## src/hw/lsq_cfg_pkg.sv

```systemverilog
`default_nettype none

package lsq_cfg_pkg;

    // Queue sizes and tag widths
    localparam int XLEN      = 32;
    localparam int SQ_DEPTH  = 8;
    localparam int LB_DEPTH  = 4;
    localparam int ROB_IDX_W = 5;
    localparam int PRF_IDX_W = 6;
    localparam int SQ_IDX_W  = $clog2(SQ_DEPTH);
    localparam int LB_IDX_W  = $clog2(LB_DEPTH);

    typedef logic [XLEN-1:0]      word_t;
    typedef logic [SQ_IDX_W-1:0]  sq_idx_t;
    typedef logic [SQ_IDX_W:0]    sq_cnt_t;
    typedef logic [LB_IDX_W-1:0]  lb_idx_t;
    typedef logic [ROB_IDX_W-1:0] rob_idx_t;
    typedef logic [PRF_IDX_W-1:0] prf_idx_t;

    // One slot stays empty so tail never catches up with head
    localparam sq_cnt_t SQ_FULL_CNT = sq_cnt_t'(SQ_DEPTH - 1);

    typedef struct packed {
        logic     resolved;
        word_t    addr;
        word_t    data;
        rob_idx_t rob_idx;
    } sq_entry_t;

    // Age is the store queue tail seen at allocation
    typedef struct packed {
        logic     resolved;
        word_t    addr;
        sq_idx_t  age;
        prf_idx_t prf_idx;
        rob_idx_t rob_idx;
    } lb_entry_t;

    typedef sq_entry_t [SQ_DEPTH-1:0] sq_array_t;

endpackage

`default_nettype wire

```

## src/hw/lsq_port_pkg.sv

```systemverilog
`default_nettype none

package lsq_port_pkg;

    ////////////////////////////////////////////////////////////////////////////
    // From the reservation stations
    ////////////////////////////////////////////////////////////////////////////

    typedef struct packed {
        lsq_cfg_pkg::sq_idx_t  sq_idx;
        lsq_cfg_pkg::word_t    base;
        lsq_cfg_pkg::word_t    offset;
        lsq_cfg_pkg::word_t    data;
        lsq_cfg_pkg::rob_idx_t rob_idx;
    } store_resolve_t;

    typedef struct packed {
        lsq_cfg_pkg::lb_idx_t  lb_idx;
        lsq_cfg_pkg::word_t    base;
        lsq_cfg_pkg::word_t    offset;
        lsq_cfg_pkg::prf_idx_t prf_idx;
        lsq_cfg_pkg::rob_idx_t rob_idx;
    } load_resolve_t;

    ////////////////////////////////////////////////////////////////////////////
    // To the result bus and the data cache
    ////////////////////////////////////////////////////////////////////////////

    typedef struct packed {
        logic                  valid;
        lsq_cfg_pkg::word_t    value;
        lsq_cfg_pkg::prf_idx_t prf_idx;
        lsq_cfg_pkg::rob_idx_t rob_idx;
    } load_result_t;

    typedef struct packed {
        logic                  valid;
        lsq_cfg_pkg::word_t    addr;
        lsq_cfg_pkg::prf_idx_t prf_idx;
        lsq_cfg_pkg::rob_idx_t rob_idx;
    } load_cache_req_t;

    typedef struct packed {
        logic                  valid;
        lsq_cfg_pkg::word_t    addr;
        lsq_cfg_pkg::word_t    data;
        lsq_cfg_pkg::rob_idx_t rob_idx;
    } store_cache_req_t;

endpackage

`default_nettype wire

```

## src/hw/load_buffer.sv

```systemverilog
`timescale 1ns/1ps
`default_nettype none

module load_buffer (
    input  wire logic                        clock,
    input  wire logic                        reset,
    input  wire logic                        lb_alloc,
    input  wire logic                        load_resolve_valid,
    input  wire lsq_port_pkg::load_resolve_t load_resolve,
    input  wire lsq_cfg_pkg::sq_idx_t        sq_tail,
    input  wire lsq_cfg_pkg::sq_idx_t        sq_head,
    input  wire lsq_cfg_pkg::sq_idx_t        oldest_unresolved,
    input  wire logic                        all_resolved,
    output logic                             lb_full,
    output lsq_cfg_pkg::lb_idx_t             lb_alloc_idx,
    output logic                             issued_valid,
    output lsq_cfg_pkg::lb_entry_t           issued_load
);
    import lsq_cfg_pkg::*;

    lb_entry_t [LB_DEPTH-1:0] slots;
    logic [LB_DEPTH-1:0]      free_list;
    logic [LB_DEPTH-1:0]      issuable;
    lb_idx_t                  free_idx;
    lb_idx_t                  issue_idx;
    logic                     alloc_fire;
    logic                     issue_fire;
    sq_idx_t                  safe_dist;

    assign lb_full    = (free_list == '0);
    assign alloc_fire = lb_alloc && !lb_full;
    assign issue_fire = |issuable;

    // Distance from head to the oldest store whose address is unknown
    assign safe_dist = oldest_unresolved - sq_head;

    // Highest free slot wins
    always_comb begin
        free_idx = '0;
        for (int j = 0; j < LB_DEPTH; j++) begin
            if (free_list[j]) begin
                free_idx = lb_idx_t'(j);
            end
        end
    end

    ////////////////////////////////////////////////////////////////////////////
    // Ordering check against older stores
    ////////////////////////////////////////////////////////////////////////////

    // Stores before the load's age are older; the one at the age is younger
    always_comb begin
        sq_idx_t age_dist;
        for (int j = 0; j < LB_DEPTH; j++) begin
            age_dist    = slots[j].age - sq_head;
            issuable[j] = !free_list[j] && slots[j].resolved &&
                          (all_resolved || age_dist <= safe_dist);
        end
    end

    // Lowest issuable slot wins
    always_comb begin
        issue_idx = '0;
        for (int j = LB_DEPTH - 1; j >= 0; j--) begin
            if (issuable[j]) begin
                issue_idx = lb_idx_t'(j);
            end
        end
    end

    ////////////////////////////////////////////////////////////////////////////
    // Slot state
    ////////////////////////////////////////////////////////////////////////////

    always_ff @(posedge clock) begin
        if (reset) begin
            free_list    <= '1;
            lb_alloc_idx <= '0;
            issued_valid <= 1'b0;
            for (int j = 0; j < LB_DEPTH; j++) begin
                slots[j].resolved <= 1'b0;
            end
        end else begin
            if (alloc_fire) begin
                lb_alloc_idx             <= free_idx;
                free_list[free_idx]      <= 1'b0;
                slots[free_idx].resolved <= 1'b0;
                slots[free_idx].age      <= sq_tail;
            end

            if (load_resolve_valid && !slots[load_resolve.lb_idx].resolved) begin
                slots[load_resolve.lb_idx].resolved <= 1'b1;
                slots[load_resolve.lb_idx].addr     <= load_resolve.base + load_resolve.offset;
                slots[load_resolve.lb_idx].prf_idx  <= load_resolve.prf_idx;
                slots[load_resolve.lb_idx].rob_idx  <= load_resolve.rob_idx;
            end

            // Issued slot goes back on the free list at once
            issued_valid <= issue_fire;
            if (issue_fire) begin
                free_list[issue_idx]      <= 1'b1;
                slots[issue_idx].resolved <= 1'b0;
            end
        end
    end

    always_ff @(posedge clock) begin
        if (issue_fire) begin
            issued_load <= slots[issue_idx];
        end
    end

endmodule

`default_nettype wire

```

## src/hw/load_forward.sv

```systemverilog
`timescale 1ns/1ps
`default_nettype none

module load_forward (
    input  wire logic                   issued_valid,
    input  wire lsq_cfg_pkg::lb_entry_t issued_load,
    input  wire lsq_cfg_pkg::sq_array_t sq_entries,
    input  wire lsq_cfg_pkg::sq_idx_t   sq_head,
    output lsq_port_pkg::load_result_t    load_result,
    output lsq_port_pkg::load_cache_req_t load_cache_req
);
    import lsq_cfg_pkg::*;

    sq_idx_t load_dist;
    logic    fwd_match;
    word_t   fwd_data;

    // Number of stores older than the load
    assign load_dist = issued_load.age - sq_head;

    ////////////////////////////////////////////////////////////////////////////
    // Address search, oldest first so the youngest match stays
    ////////////////////////////////////////////////////////////////////////////

    always_comb begin
        sq_idx_t pos;
        fwd_match = 1'b0;
        fwd_data  = '0;
        for (int i = 0; i < SQ_DEPTH; i++) begin
            pos = sq_head + sq_idx_t'(i);
            if (sq_idx_t'(i) < load_dist && sq_entries[pos].resolved &&
                sq_entries[pos].addr == issued_load.addr) begin
                fwd_match = 1'b1;
                fwd_data  = sq_entries[pos].data;
            end
        end
    end

    // Forwarded loads skip the cache
    always_comb begin
        load_result.valid   = issued_valid && fwd_match;
        load_result.value   = fwd_data;
        load_result.prf_idx = issued_load.prf_idx;
        load_result.rob_idx = issued_load.rob_idx;

        load_cache_req.valid   = issued_valid && !fwd_match;
        load_cache_req.addr    = issued_load.addr;
        load_cache_req.prf_idx = issued_load.prf_idx;
        load_cache_req.rob_idx = issued_load.rob_idx;
    end

endmodule

`default_nettype wire

```

## src/hw/load_store_queue.sv

```systemverilog
`timescale 1ns/1ps
`default_nettype none

module load_store_queue (
    input  wire logic                         clock,
    input  wire logic                         reset,
    input  wire logic                         lb_alloc,
    input  wire logic                         sq_alloc,
    input  wire logic                         load_resolve_valid,
    input  wire lsq_port_pkg::load_resolve_t  load_resolve,
    input  wire logic                         store_resolve_valid,
    input  wire lsq_port_pkg::store_resolve_t store_resolve,
    input  wire logic                         store_commit,
    output logic                              lb_full,
    output lsq_cfg_pkg::lb_idx_t              lb_alloc_idx,
    output logic                              sq_full,
    output lsq_cfg_pkg::sq_idx_t              sq_tail,
    output logic                              sq_head_resolved,
    output lsq_port_pkg::load_result_t        load_result,
    output lsq_port_pkg::load_cache_req_t     load_cache_req,
    output lsq_port_pkg::store_cache_req_t    store_cache_req
);
    import lsq_cfg_pkg::*;

    // Store queue view shared by the load side
    sq_array_t sq_entries;
    sq_idx_t   sq_head;
    sq_idx_t   oldest_unresolved;
    logic      all_resolved;

    // Issued load on its way to forwarding
    lb_entry_t issued_load;
    logic      issued_valid;

    store_queue store_queue_i (
        .clock               (clock),
        .reset               (reset),
        .sq_alloc            (sq_alloc),
        .store_resolve_valid (store_resolve_valid),
        .store_resolve       (store_resolve),
        .store_commit        (store_commit),
        .sq_full             (sq_full),
        .sq_tail             (sq_tail),
        .sq_head             (sq_head),
        .oldest_unresolved   (oldest_unresolved),
        .sq_head_resolved    (sq_head_resolved),
        .all_resolved        (all_resolved),
        .sq_entries          (sq_entries),
        .store_cache_req     (store_cache_req)
    );

    load_buffer load_buffer_i (
        .clock              (clock),
        .reset              (reset),
        .lb_alloc           (lb_alloc),
        .load_resolve_valid (load_resolve_valid),
        .load_resolve       (load_resolve),
        .sq_tail            (sq_tail),
        .sq_head            (sq_head),
        .oldest_unresolved  (oldest_unresolved),
        .all_resolved       (all_resolved),
        .lb_full            (lb_full),
        .lb_alloc_idx       (lb_alloc_idx),
        .issued_valid       (issued_valid),
        .issued_load        (issued_load)
    );

    load_forward load_forward_i (
        .issued_valid   (issued_valid),
        .issued_load    (issued_load),
        .sq_entries     (sq_entries),
        .sq_head        (sq_head),
        .load_result    (load_result),
        .load_cache_req (load_cache_req)
    );

endmodule

`default_nettype wire

```

## src/hw/store_queue.sv

```systemverilog
`timescale 1ns/1ps
`default_nettype none

module store_queue (
    input  wire logic                         clock,
    input  wire logic                         reset,
    input  wire logic                         sq_alloc,
    input  wire logic                         store_resolve_valid,
    input  wire lsq_port_pkg::store_resolve_t store_resolve,
    input  wire logic                         store_commit,
    output logic                              sq_full,
    output lsq_cfg_pkg::sq_idx_t              sq_tail,
    output lsq_cfg_pkg::sq_idx_t              sq_head,
    output lsq_cfg_pkg::sq_idx_t              oldest_unresolved,
    output logic                              sq_head_resolved,
    output logic                              all_resolved,
    output lsq_cfg_pkg::sq_array_t            sq_entries,
    output lsq_port_pkg::store_cache_req_t    store_cache_req
);
    import lsq_cfg_pkg::*;

    sq_cnt_t sq_count;
    logic    alloc_fire;
    logic    commit_fire;
    logic    scan_found;
    sq_idx_t scan_idx;

    assign sq_full          = (sq_count == SQ_FULL_CNT);
    assign sq_head_resolved = sq_entries[sq_head].resolved;
    assign alloc_fire       = sq_alloc && !sq_full;

    // Head may only retire once its address and data are known
    assign commit_fire = store_commit && sq_head_resolved;

    ////////////////////////////////////////////////////////////////////////////
    // Head store to the data cache
    ////////////////////////////////////////////////////////////////////////////

    always_comb begin
        store_cache_req.valid   = commit_fire;
        store_cache_req.addr    = sq_entries[sq_head].addr;
        store_cache_req.data    = sq_entries[sq_head].data;
        store_cache_req.rob_idx = sq_entries[sq_head].rob_idx;
    end

    ////////////////////////////////////////////////////////////////////////////
    // Entry array and pointers
    ////////////////////////////////////////////////////////////////////////////

    // Depth is a power of two, so pointers wrap by plain increment
    always_ff @(posedge clock) begin
        if (reset) begin
            sq_head  <= '0;
            sq_tail  <= '0;
            sq_count <= '0;
            for (int i = 0; i < SQ_DEPTH; i++) begin
                sq_entries[i].resolved <= 1'b0;
            end
        end else begin
            if (alloc_fire) begin
                sq_entries[sq_tail].resolved <= 1'b0;
                sq_tail                      <= sq_tail + 1'b1;
            end

            // A second resolve of the same entry is dropped
            if (store_resolve_valid && !sq_entries[store_resolve.sq_idx].resolved) begin
                sq_entries[store_resolve.sq_idx].resolved <= 1'b1;
                sq_entries[store_resolve.sq_idx].addr     <= store_resolve.base +
                                                             store_resolve.offset;
                sq_entries[store_resolve.sq_idx].data     <= store_resolve.data;
                sq_entries[store_resolve.sq_idx].rob_idx  <= store_resolve.rob_idx;
            end

            if (commit_fire) begin
                sq_entries[sq_head].resolved <= 1'b0;
                sq_head                      <= sq_head + 1'b1;
            end

            case ({alloc_fire, commit_fire})
                2'b10:   sq_count <= sq_count + 1'b1;
                2'b01:   sq_count <= sq_count - 1'b1;
                default: sq_count <= sq_count;
            endcase
        end
    end

    ////////////////////////////////////////////////////////////////////////////
    // Oldest unresolved store
    ////////////////////////////////////////////////////////////////////////////

    // Walk from youngest down to head, so the last hit is the oldest
    always_comb begin
        sq_idx_t pos;
        scan_found = 1'b0;
        scan_idx   = sq_head;
        for (int i = SQ_DEPTH - 1; i >= 0; i--) begin
            pos = sq_head + sq_idx_t'(i);
            if (sq_cnt_t'(i) < sq_count && !sq_entries[pos].resolved) begin
                scan_found = 1'b1;
                scan_idx   = pos;
            end
        end
    end

    // One cycle behind the array, which only makes the loads wait longer
    always_ff @(posedge clock) begin
        if (reset) begin
            oldest_unresolved <= '0;
            all_resolved      <= 1'b1;
        end else begin
            oldest_unresolved <= scan_idx;
            all_resolved      <= !scan_found;
        end
    end

endmodule

`default_nettype wire

```

## config.mk

```make
export PLATFORM = sky130hd
export DESIGN_NAME = load_store_queue
export DESIGN_NICKNAME = d
export VERILOG_FILES = /design/src/hw/lsq_cfg_pkg.sv /design/src/hw/lsq_port_pkg.sv /design/src/hw/load_buffer.sv /design/src/hw/load_forward.sv /design/src/hw/load_store_queue.sv /design/src/hw/store_queue.sv
export SDC_FILE = /design/constraint.sdc
export NUM_CORES = 2
export LEC_CHECK = 0
export BUFFER_PORTS_ARGS = -buffer_cell sky130_fd_sc_hd__buf_2
export CAP_MARGIN = 15
export CORE_MARGIN = 2
export CORE_UTILIZATION = 60
export DETAILED_ROUTE_END_ITERATION = 8
export PLACE_DENSITY = 0.79
export SLEW_MARGIN = 20
export SYNTH_ARGS = -nofsm -noshare
export SYNTH_HDL_FRONTEND = slang
export SYNTH_SLANG_ARGS = --single-unit
export TNS_END_PERCENT = 20
```

## constraint.sdc

```tcl
create_clock -name clock -period 21.1 [get_ports clock]
set_input_delay 2.11 -clock clock [delete_from_list [all_inputs] [get_ports clock]]
set_output_delay 2.11 -clock clock [all_outputs]
set_load 0.02 [all_outputs]
```

==> impl_metrics.ini <==
[sta]
worst_hold_slack_ps = 505
clock_skew_ps = 37.1
post-route-period-util_pct = 48.1
maxSlewViolCount = 0
hold_viol = 0
relSlewSlack_pct = 17.2
worstMarginPinSlew_ps = 1230
timing.final.ws_setup_ps = 10940
rsz0062_at_grt = false
fin_crit_ps = 10160
fmax_mhz = 98.4
fin_setup_tns_ps = 0
finalSetupViolations = 0

[worst_setup_path]
path_cells = clkinv_8 > ha_4 > buf_12 > buf_4 > mux4_2 > mux2i_1 > xnor2_1 > a2111oi_0 > nand4_1 > nor4_4 > buf_4 > and2b_2 > buf_4 > o221a_1 > a21oi_1 > buf_2
cpMaxStageDelayCell = ha_4
crit_family = buffers and inverters
crit_top_cell = buf_4
critPathBufInv = 6
arrival_ps = 8050
critPathKind = flop to output port
critical_path.max_stage_delay_ps = 920
cp_max_fo = 107
worstPathRequired_ps = 18990
cp-start-kind = flop
cp-end-kind = output port

[global_routing]
antenna_found_initial = 15
grt_max_degree = 127
overflow = 0
grt_pass1_vias = 40849
grt_usage_pct = 36.1
grt_pass1_wl_microns = 264000

[cells_and_area]
area_delta_synth_final_pct = 8.52
nets = 4648
fillers = 6670
layout.cells.non_filler = 5702
drive_gt1_share_pct = 28.8

[clock_tree]
path_clk_slew_ps = 60
cts_root_buf = clkbuf_16
cts_resized = 0
clock-sinks = 815
cts_setup_buffers = 0
cts_buffer_depth = 3
numCtsBuffers = 84
cts_hold_buf = 0
cts_tree = done
insertion_delay_ps = 690
cts-htree-levels = 3

[run]
maxCapViolations = 0

[floorplanning]
die_x_microns = 312
die_y_microns = 312
dieArea_sq_um = 97500
num_io_pins = 354
fp.coreArea_sq_um = 94600
initial_utilization_pct = 60.3
row_count = 113

[routing]
avgViaCountPerCell = 7.38
wl_per_cell_microns = 31.3
vias = 42101
drt_pass1_iterations = 7
drc_errors = 0
wl_microns = 179000
ant_nets = 0
initialDrtViolationCount = 6478

[yosys]
yosysTopAreaCell = edfxtp_1
synth_edf_count = 782
ys.flop_type = edfxtp_1
synth_area_sq_um = 57000
synth.top_cell.area_share_pct = 41.2
ys_seq_elements = 815
yosys_warnings = 0
async_reset_ff_share_pct = 0
synth_cell_types = 93
synth_area_per_cell_sq_um = 13.5
yosysSeqAreaShare_pct = 42.4
postSynthCellCount = 4236
synth_area_leaders = edfxtp_1, mux4_2, mux2i_1, xnor2_1, nand2_1
syn-num-nets = 4519

[power_and_ir_drop]
vdd_ir_drop_max_mv = 0.0604
cellPowerDensity_nw_per_um2 = 61.8
power_leakage_nw = 20.4

[placement]
dp.cells = 5543
dp_worst_setup_slack_ps = 11640
hpwl_microns = 116000
portBuffers = 353
gp_congestion = 1.06

[min_path]
hp-class = flop to flop

[outcome]
status = completed
==> stage by stage <==
stage | utilization (%) | instance area [sq um] | total power, mW
after CTS | 65.4 | 61800 | 3.82
after global routing | 65.4 | 61900 | 3.92
final | 65.4 | 61900 | 3.82
after floorplan | - | 57000 | 2.16
after detailed placement | 62.4 | 59000 | 2.31
after global placement | 62.4 | 59000 | 2.30
==> placed cells by master, fill, tap and decap left out, types with 32 or more instances in the layout <==
cell       instances
a21boi_0          33
a21o_1            32
a21oi_1          163
a222oi_1          46
buf_2            354
buf_4             75
clkbuf_16         86
edfxtp_1         782
ha_1              85
inv_1             62
mux2_2            41
mux2i_1          383
mux4_2           578
nand2_1          384
nand3_1           36
nand4_1           45
nor2_1           147
nor3_1            34
nor4b_1           32
o21ai_0          126
o22a_1            34
xnor2_1          231
xor2_1            77
==> power by group <==
group | switching, mW | total [mW] | internal, mW
Sequential | 0.0328 | 1.88 | 1.85
Clock | 0.640 | 1.54 | 0.897
Combinational | 0.254 | 0.407 | 0.153
==> layout make-up <==
cell class,count,area (sq um),area share [%]
Clock buffer,105,2220,3.59
Tap cell,1265,1580,2.56
Clock inverter,46,578,0.934
Sequential cell,815,24200,39.0
Multi-Input combinational cell,2960,30600,49.5
Timing Repair Buffer,433,2410,3.90
Antenna cell,7,17.5,0.0283
Inverter,71,279,0.451
==> synth_stat cells, types with 14 or more instances <==
cell and number:
edfxtp_1 782, mux4_2 578, nand2_1 385, mux2i_1 383
xnor2_1 232, a21oi_1 163, nor2_1 153, buf_2 133
o21ai_0 126, clkbuf_1 102, buf_4 96, ha_1 87
xor2_1 78, inv_1 62, a222oi_1 46, nand4_1 45
mux2_2 41, nand3_1 37, buf_1 36, nor3_1 36
nor4b_1 34, o22a_1 34, a21boi_0 33, dfxtp_1 33
a21o_1 32, o221ai_2 30, a22oi_1 27, nor2b_1 27
or2_2 27, a221oi_1 26, nor4_1 25, buf_6 21
nand2b_1 21, or3_1 19, o22ai_1 17, a31oi_1 14
==> tightest hold or removal path, stage by stage (launching register included) <==
cell and delay (ps):
dfxtp_1 320, o21ai_0 70, a21oi_1 60
==> metal layers <==
| layer | part of all wire (%) | GRT usage, % | vias to the layer above |
|---|---|---|---|
| met3 | 14 | 10.4 | 539 |
| met1 | 35 | 47.8 | 20979 |
| met5 | 0.050 | 0 | - |
| met4 | 5.3 | 17.4 | 12 |
| met2 | 46 | 55.4 | 3335 |
| li1 | - | - | 17236 |
==> worst paths after layout <==
kind,to,cells after the start,startpoint,slack [ps]
max,load_result[28],16,store_queue_i.sq_head[0],10940
min,load_buffer_i.lb_alloc_idx[1],2,load_buffer_i.lb_alloc_idx[1],500
max reg2reg,load_buffer_i.issued_load[4],14,store_queue_i.sq_head[0],15720
min reg2reg,load_buffer_i.lb_alloc_idx[1],2,load_buffer_i.lb_alloc_idx[1],500
==> logic make-up (layout without fill, tap and decap cells) <==
family                   Yosys count  in the layout  share of synthesized area, %
other                              0              7                             0
AO/OA/AOI/OAI                    666            666                          8.37
AND/OR/NAND/NOR                  878            878                          7.39
adder cells (fa/ha/maj)           97             97                          2.23
buffers and inverters            461            655                          4.28
XOR/XNOR                         313            313                          4.85
multiplexers                    1006           1006                          30.5
flip-flops                       815            815                          42.4
(Power assumes the default switching activity.)
